===== config.mk =====
export PLATFORM = sky130hd
export DESIGN_NAME = ahb_matrix_decoder
export DESIGN_NICKNAME = d
export VERILOG_FILES = /design/src/common/ahb_matrix_pkg.sv /design/src/rtl/ahb_default_slave.sv /design/src/ahb_bus_matrix/ahb_matrix_decoder.sv
export SDC_FILE = /design/constraint.sdc
export NUM_CORES = 1
export LEC_CHECK = 0
export BUFFER_PORTS_ARGS = -buffer_cell sky130_fd_sc_hd__clkbuf_2
export CAP_MARGIN = 20
export CELL_PAD_IN_SITES_DETAIL_PLACEMENT = 1
export CELL_PAD_IN_SITES_GLOBAL_PLACEMENT = 1
export CORE_ASPECT_RATIO = 0.7
export CORE_MARGIN = 5
export CORE_UTILIZATION = 17
export DETAILED_ROUTE_END_ITERATION = 10
export GPL_TIMING_DRIVEN = 0
export PLACE_DENSITY = 0.88
export SETUP_SLACK_MARGIN = 0.15
export SYNTH_ARGS = -nofsm -noshare
export SYNTH_HDL_FRONTEND = slang
export SYNTH_SLANG_ARGS = --single-unit
export TNS_END_PERCENT = 20

===== constraint.sdc =====
create_clock -name HCLK -period 2.05 [get_ports HCLK]
set_clock_uncertainty 0.15 [all_clocks]
set_input_delay 0.1025 -clock HCLK [delete_from_list [all_inputs] [get_ports HCLK]]
set_output_delay 0.1025 -clock HCLK [all_outputs]
set_load 0.01 [all_outputs]

===== src/common/ahb_matrix_pkg.sv =====
// AHB decode fabric shared definitions

package ahb_matrix_pkg;

  // --------------------------------------------------------------------
  // Transfer and response codes
  // --------------------------------------------------------------------

  localparam logic [1:0] trans_idle   = 2'b00;  // No transfer
  localparam logic [1:0] trans_busy   = 2'b01;  // Manager inserting a gap
  localparam logic [1:0] trans_nonseq = 2'b10;  // Single or first beat
  localparam logic [1:0] trans_seq    = 2'b11;  // Later burst beat

  localparam logic [1:0] resp_okay  = 2'b00;
  localparam logic [1:0] resp_error = 2'b01;

  // --------------------------------------------------------------------
  // Output port indices
  // --------------------------------------------------------------------

  typedef enum logic [2:0]
  {
    port_mi0  = 3'b000,  // Memory port 0
    port_mi1  = 3'b001,  // Memory port 1
    port_mi2  = 3'b010,  // Memory port 2
    port_dflt = 3'b100   // Local default subordinate
  } port_sel_t;

  // --------------------------------------------------------------------
  // Address map on HADDR[31:10], bounds inclusive
  // --------------------------------------------------------------------

  // 0x00010000 to 0x000123FF
  localparam logic [21:0] mi0_lo = 22'h000040;
  localparam logic [21:0] mi0_hi = 22'h000048;

  // 0x00000000 to 0x000083FF
  localparam logic [21:0] mi1_lo = 22'h000000;
  localparam logic [21:0] mi1_hi = 22'h000020;

  // 0x10000000 to 0x100083FF
  localparam logic [21:0] mi2_lo = 22'h040000;
  localparam logic [21:0] mi2_hi = 22'h040020;

  // Word index is HADDR[13:2], larger regions alias
  localparam int sram_addr_bits = 12;

  // Data-phase wait states per memory port
  localparam int mi0_waits = 0;
  localparam int mi1_waits = 1;
  localparam int mi2_waits = 2;

endpackage


===== src/rtl/ahb_default_slave.sv =====
// AHB default subordinate

`timescale 1ns/100ps

module ahb_default_slave
(
  input  logic       HCLK,
  input  logic       HRESETn,
  input  logic       HSEL,       // Unmapped address selected
  input  logic       HREADY,     // Bus ready feedback
  input  logic [1:0] HTRANS,
  output logic       HREADYOUT,
  output logic [1:0] HRESP
);

  import ahb_matrix_pkg::*;

  // State bits {error flag, wait flag}
  //   00  idle, OKAY with no wait
  //   11  first ERROR cycle, HREADYOUT low
  //   10  second ERROR cycle, HREADYOUT high
  logic [1:0] resp_state;
  logic [1:0] resp_state_nxt;
  logic       idle_or_busy;   // No real transfer requested
  logic       err_start;      // Active transfer accepted here

  assign idle_or_busy = (HTRANS == trans_idle) || (HTRANS == trans_busy);
  assign err_start    = HSEL && HREADY && !idle_or_busy;

  // Wait flag shifts into error flag, so 11 steps to 10 then 00
  assign resp_state_nxt = err_start ? 2'b11 : {resp_state[0], 1'b0};

  always_ff @(posedge HCLK)
  begin
    if (!HRESETn)
      resp_state <= 2'b00;
    else
      resp_state <= resp_state_nxt;
  end

  assign HREADYOUT = ~resp_state[0];                          // Low in first ERROR cycle
  assign HRESP     = resp_state[1] ? resp_error : resp_okay;  // ERROR in both cycles

endmodule


===== src/ahb_bus_matrix/ahb_matrix_decoder.sv =====
// AHB matrix address decoder

`timescale 1ns/100ps

module ahb_matrix_decoder
(
  input  logic         HCLK,
  input  logic         HRESETn,
  input  logic         HREADYS,          // Bus ready feedback
  input  logic         sel_dec,          // Manager HSEL
  input  logic [31:10] decode_addr_dec,  // Upper HADDR bits
  input  logic [1:0]   trans_dec,        // Manager HTRANS

  input  logic         readyout_dec0,    // MI0 response
  input  logic [1:0]   resp_dec0,
  input  logic [31:0]  rdata_dec0,

  input  logic         readyout_dec1,    // MI1 response
  input  logic [1:0]   resp_dec1,
  input  logic [31:0]  rdata_dec1,

  input  logic         readyout_dec2,    // MI2 response
  input  logic [1:0]   resp_dec2,
  input  logic [31:0]  rdata_dec2,

  output logic         sel_dec0,         // Subordinate selects
  output logic         sel_dec1,
  output logic         sel_dec2,

  output logic         HREADYOUTS,       // Muxed response to manager
  output logic [1:0]   HRESPS,
  output logic [31:0]  HRDATAS
);

  import ahb_matrix_pkg::*;

  port_sel_t  addr_out_port;   // Port for current address phase
  port_sel_t  data_out_port;   // Port owning the data phase
  logic       hold_idle;       // IDLE keeps the data-phase port
  logic       sel_dft;         // Default subordinate select
  logic       readyout_dft;
  logic [1:0] resp_dft;

  // --------------------------------------------------------------------
  // Default subordinate for unmapped addresses
  // --------------------------------------------------------------------

  ahb_default_slave u_default_slave
  (
    .HCLK      (HCLK),
    .HRESETn   (HRESETn),
    .HSEL      (sel_dft),
    .HREADY    (HREADYS),
    .HTRANS    (trans_dec),
    .HREADYOUT (readyout_dft),
    .HRESP     (resp_dft)
  );

  // --------------------------------------------------------------------
  // Address phase decode
  // --------------------------------------------------------------------

  assign hold_idle = (trans_dec == trans_idle);

  // Priority MI0, MI1, MI2, then default
  always_comb
  begin
    if (((decode_addr_dec >= mi0_lo) && (decode_addr_dec <= mi0_hi)) ||
        (hold_idle && (data_out_port == port_mi0)))
      addr_out_port = port_mi0;
    else if (((decode_addr_dec >= mi1_lo) && (decode_addr_dec <= mi1_hi)) ||
             (hold_idle && (data_out_port == port_mi1)))
      addr_out_port = port_mi1;
    else if (((decode_addr_dec >= mi2_lo) && (decode_addr_dec <= mi2_hi)) ||
             (hold_idle && (data_out_port == port_mi2)))
      addr_out_port = port_mi2;
    else
      addr_out_port = port_dflt;  // Unmapped
  end

  // Selects only while the manager drives HSEL
  always_comb
  begin
    sel_dec0 = 1'b0;
    sel_dec1 = 1'b0;
    sel_dec2 = 1'b0;
    sel_dft  = 1'b0;
    if (sel_dec)
    begin
      case (addr_out_port)
        port_mi0: sel_dec0 = 1'b1;
        port_mi1: sel_dec1 = 1'b1;
        port_mi2: sel_dec2 = 1'b1;
        default:  sel_dft  = 1'b1;
      endcase
    end
  end

  // --------------------------------------------------------------------
  // Data phase port and response mux
  // --------------------------------------------------------------------

  always_ff @(posedge HCLK)
  begin
    if (!HRESETn)
      data_out_port <= port_mi0;
    else if (HREADYS)
      data_out_port <= addr_out_port;  // Advance on completed phase
  end

  always_comb
  begin
    case (data_out_port)
      port_mi0:
      begin
        HREADYOUTS = readyout_dec0;
        HRESPS     = resp_dec0;
        HRDATAS    = rdata_dec0;
      end
      port_mi1:
      begin
        HREADYOUTS = readyout_dec1;
        HRESPS     = resp_dec1;
        HRDATAS    = rdata_dec1;
      end
      port_mi2:
      begin
        HREADYOUTS = readyout_dec2;
        HRESPS     = resp_dec2;
        HRDATAS    = rdata_dec2;
      end
      default:
      begin
        HREADYOUTS = readyout_dft;   // Default subordinate
        HRESPS     = resp_dft;
        HRDATAS    = '0;             // No read data
      end
    endcase
  end

endmodule


Word level (Yosys, flattened, before mapping)
Cells that the tools add are included.
{"block": "word_totals", "wordCells": 47, "inputBits": 133, "ff_bits": 5, "output_inout_bits": 38}
{"block": "classes", "muxes": 16, "magnitude_cmp": 6, "n_bitwise": 1, "reduce_logical": 17, "eq_ne": 5}
{"cell": "$pmux 32 s3", "count": 1}
{"cell": "$ge 22x1->1 const B", "count": 1}
{"cell": "$ge 22x19->1 const B", "count": 1}
{"cell": "$ge 22x7->1 const B", "count": 1}
{"cell": "$le 22x19->1 const B", "count": 1}
{"cell": "$le 22x6->1 const B", "count": 1}
{"cell": "$le 22x7->1 const B", "count": 1}
{"cell": "$mux 1", "count": 9}
{"cell": "$mux 3", "count": 3}
{"cell": "$logic_and 1x1->1", "count": 8}
{"cell": "$eq 3x1->1 const B", "count": 2}
{"cell": "$eq 3x2->1 const B", "count": 2}
{"cell": "$logic_not 3->1", "count": 2}
{"cell": "$pmux 2 s3", "count": 1}
{"cell": "$logic_or 1x1->1", "count": 4}
{"cell": "$pmux 1 s3", "count": 1}
{"cell": "$reduce_or 3->1", "count": 1}
{"cell": "$eq 2x1->1 const B", "count": 1}
{"cell": "$logic_not 2->1", "count": 1}
{"cell": "$mux 2", "count": 1}
{"cell": "$logic_not 1->1", "count": 1}
{"cell": "$not 1->1", "count": 1}

Longest topological paths before layout
{"block": "logic_depth", "ltp_word": 13, "mapped_depth": 6, "depth_no_buf": 5}

By module
Synthesis repeated with hierarchy kept, for this count alone.
{"block": "unflattened", "cells_unflattened": 217, "area_unflattened_um2": 1320.0}
{"module": "ahb_matrix_decoder", "area_per_inst_um2": 1238.7, "cells_each": 209, "seq_area_each_um2": 60.1, "instances": 1}
{"module": "ahb_default_slave", "area_per_inst_um2": 81.3, "cells_each": 8, "seq_area_each_um2": 40.0, "instances": 1}

Worst setup path before layout
Ideal clock, no wire load.
{"block": "synth_path", "kind": "register to output", "start": "register data_out_port[0]", "end": "output port HRDATAS[10]", "arrival_ns": 1.353, "path_stages_with_launch": 7, "t_required_ns": 1.798, "n_path_buf": 3, "slack_ns": 0.444, "path_cell_list": "dfxtp_1 clkbuf_1 nor2b_1 clkbuf_1 clkbuf_1 a21oi_1 nor2_1"}
{"block": "synth_between", "elab_chain_cells": 2, "word_cells_on_any_way": 4, "cone_classes": "eq/ne (2); mux (1); reduce/logical (1)"}
{"item": "start: declaration", "line_no": "ahb_matrix_decoder.sv:38", "text": "port_sel_t data_out_port;"}
{"item": "start signal: assignment", "line_no": "ahb_matrix_decoder.sv:106", "text": "data_out_port <= port_mi0;"}
{"item": "start signal: assignment", "line_no": "ahb_matrix_decoder.sv:108", "text": "data_out_port <= addr_out_port;"}
{"item": "$eq 3x2->1 (tied with other cells)", "line_no": "ahb_matrix_decoder.sv:113", "text": "case (data_out_port)"}
{"item": "$pmux 32 s3 (*)", "line_no": "ahb_matrix_decoder.sv:113"}
{"item": "end: declaration", "line_no": "ahb_matrix_decoder.sv:32", "text": "output logic [31:0] HRDATAS"}
Every way passes the cells marked *; elsewhere a longest branch is shown, timed or not.

Worst setup path after layout
{"block": "layout_path", "start": "input port decode_addr_dec[22] (netlist bit)", "end": "output port sel_dec1"}
{"block": "layout_between", "elab_chain_cells": 9, "word_cells_on_any_way": 18, "cone_classes": "order compare (6); eq/ne (1); mux (5); reduce/logical (6)"}
{"item": "start: declaration", "line_no": "ahb_matrix_decoder.sv:11", "text": "input logic [31:10] decode_addr_dec,"}
{"item": "$ge 22x19->1 / $le 22x19->1 (equally long branches)", "line_no": "ahb_matrix_decoder.sv:74", "text": "else if (((decode_addr_dec >= mi2_lo) && (decode_addr_dec <= mi2_hi)) ||"}
{"item": "$logic_and 1x1->1", "line_no": "ahb_matrix_decoder.sv:74"}
{"item": "$logic_or 1x1->1", "line_no": "ahb_matrix_decoder.sv:74"}
{"item": "$mux 3", "line_no": "ahb_matrix_decoder.sv:74"}
{"item": "$mux 3", "line_no": "ahb_matrix_decoder.sv:71", "text": "else if (((decode_addr_dec >= mi1_lo) && (decode_addr_dec <= mi1_hi)) ||"}
{"item": "$mux 3 (*)", "line_no": "ahb_matrix_decoder.sv:68", "text": "if (((decode_addr_dec >= mi0_lo) && (decode_addr_dec <= mi0_hi)) ||"}
{"item": "$eq 3x1->1 (*)", "line_no": "ahb_matrix_decoder.sv:90", "text": "case (addr_out_port)"}
{"item": "$mux 1 (*)", "line_no": "ahb_matrix_decoder.sv:90"}
{"item": "$mux 1 (*)", "line_no": "ahb_matrix_decoder.sv:88", "text": "if (sel_dec)"}
{"item": "end: declaration", "line_no": "ahb_matrix_decoder.sv:27", "text": "output logic sel_dec1,"}
Marked as above.

==> flow_metrics.tcl <==
set metrics [dict create \
    tritoncts "done" \
    htree_num_levels 1 \
    port-buffer-count 170 \
    detail_route.first_pass.iterations 4 \
    boundaryPins 171 \
    syn_avg_cell_area_um2 5.97 \
    worst_skew_pair.late_latency_ns 0.22 \
    synthCells 204 \
    drc 0 \
    power_uw 631 \
    p_leak_uw 0.00121 \
    hold_path_class "in2reg" \
    final_layout_size_suffix_gt1_share_pct 51.3 \
    multiInputGateArea_um2 1050 \
    synth.net_count 337 \
    post_synth_main_area_contributors "mux2i_1 (30%), nor2_1 (22%), a21oi_1 (15%)" \
    p_per_area_nw_per_um2 272 \
    detail_route.wl_per_cell_um 14.7 \
    final_cell_area_um2 2310 \
    maxCapViolations 0 \
    vdd_drop_max_uv 143 \
    mappedNetlistArea_um2 1220 \
    yosys.cell_count.top_type "nor2_1" \
    layout.area.seq_um2 101 \
    detailed_place_hpwl_um 6170 \
    final.period_utilization_pct 88.0 \
    core_area_um2 6850 \
    synth_edf_count 0 \
    final-setup-viol-count 0 \
    layout.filler_cells 940 \
    via_count 2163 \
    floorplan.rows 25 \
    grt_remaining_overflow 0 \
    criticalPathCategory "in2out" \
    cts_sinks 5 \
    cts_buffer_depth 2 \
    finalWirelength_um 6990 \
    worstPathMaxFanout 3 \
    groute.usage.overall_pct 14.9 \
    postPlaceCellArea_um2 2190 \
    area.growth.synth_to_final_pct 90.1 \
    first_global_vias 2392 \
    number_of_antenna_violations_at_the_first_check_in_global_routing 0 \
    yosysTopAreaCell "mux2i_1" \
    synthTopCellsByCount "nor2_1 (71), a21oi_1 (37), mux2i_1 (36)" \
    gp_congestion 0.931 \
    crit_arrival_ns 1.55 \
    synth_cell_type_count 27 \
    clock-root-buffer "clkbuf_8" \
    status "complete, no violations" \
    tightestPinTransition_ns 0.584 \
    antenna_cells 0 \
    maxClockFrequency_ghz 0.554 \
    die_wd_um 111 \
    post-place-ws_ns -0.196 \
    drt-initial-drc-count 80 \
    finalWorstSetupSlack_ns 0.245 \
    die_h_um 80.8 \
    nets 516 \
    ant_nets 0 \
    synthDominantCellAreaShare_pct 29.6 \
    cp_data_required_time_ns 1.80 \
    wire_length_of_the_first_global_routing_pass_um 11300 \
    seq_area_frac_synth_pct 8.22 \
    cts_made_buffers 3 \
    setup_repair_after_global_routing_missed_its_margin "yes" \
    path_clk_slew_ns 0.04 \
    finalHoldViolations 0 \
    synth.yosys.warnings 0 \
    yosys_most_used_dff "dfxtp_1" \
    slew_headroom_pct 60.7 \
    startpoint_type "input pin" \
    timing.final.crit_period_ns 1.80 \
    floorplan.die_area_um2 8980 \
    finalCoreUtilization_pct 33.8 \
    yosys_register_bits 5 \
    critical_path_endpoint_category "output port" \
    slew_violations 0 \
    initial_core_util_pct 17.8 \
    grt_max_degree 11 \
    asyncSetResetFlopFracSynth_pct 0 \
    detail_route.vias_per_cell 4.54 \
]
==> layer usage <==
metal  share of wire [%]  up-vias  routed length, um  track usage [%]
met4                0.60        0                 42             2.07
li1                    -     1066                  -                -
met2                  52       98               3610             29.3
met1                  41      995               2830             17.1
met3                 7.3        4                511             3.43
met5                   0        -                  0                0
==> flip-flops by register name, indices dropped and copies added (netlist names) <==
signal	flops
data_out_port	3
u_default_slave.resp_state	2
==> area by class of cell <==
class,count,share of cell area (%)
flip-flops and latches,5,4.38
multi-input cells,181,45.4
well taps,94,5.08
repair buffers,174,38.1
clock buffers,4,1.95
plain buffers,17,4.97
inverters,1,0.162
==> logic make-up after synthesis <==
logic type / synth area share, %
compound gates: 20.6
buf+inv: 5.96
flops: 8.22
mux: 29.6
simple gates: 35.7
==> cell usage in the layout (no fill, tap or decap), drive strengths merged <==
cell type  netlist  layout
a21o             1       1
nand4            2       2
clkbuf          13     183
nor3b            1       1
a21boi           1       1
nand3            1       1
nor2b            2       2
mux2i           36      36
nand3b           1       1
o21ai            1       1
o211ai           1       1
o22ai            2       2
nor3             4       4
nand2b           2       2
or4              2       2
o31ai            1       1
a21oi           38      38
nand2            7       7
nor4             5       5
inv              1       1
nor2            72      72
buf              4      12
dfxtp            5       5
a211o            1       1
==> stage by stage <==
step / TNS (ns) / hold WS [ns] / std cells
after global placement: -1.74 / 0.238 / 468
after global routing: 0 / 0.0343 / 476
after CTS: 0 / 0.0160 / 472
after detailed placement: -2.87 / 0.239 / 468
final: 0 / 0.0237 / 476
after floorplan: 0 / 0.0669 / 204
==> worst paths after layout <==
path	cells past startpoint	startpoint	end	slack, ns
setup / recovery	6	decode_addr_dec[22]	sel_dec1	0.25
hold / removal	2	HRESETn	u_default_slave.resp_state[1]$_SDFF_PN0_	0.02
setup reg to reg	5	data_out_port[2]$_SDFFE_PN0P_	u_default_slave.resp_state[1]$_SDFF_PN0_	0.39
hold reg to reg	1	u_default_slave.resp_state[0]$_SDFF_PN0_	u_default_slave.resp_state[1]$_SDFF_PN0_	0.31
==> where the power goes <==
part / leakage, uW / switching, uW / internal [uW]
Sequential: 0.0000412 / 2.41 / 101
Clock: 0.0000228 / 48.5 / 134
Combinational: 0.00115 / 170 / 175
Total: 0.00121 / 221 / 409
==> critical path, stage by stage <==
cell and delay (ns):
clkbuf_2 0.08, nor4_1 0.31, nand4_1 0.22, or4_1 0.53
a21oi_1 0.16, clkbuf_2 0.15
==> what timing repair did <==
| action | CTS | global route |
|---|---|---|
| endpoints found under the setup margin | 36 | 37 |
| buffers inserted | 0 | 4 |
| hold endpoints to repair | 0 | 0 |
| gates resized for setup | 19 | 11 |
| hold buffers | 0 | 0 |
(Power assumes the default switching activity.)
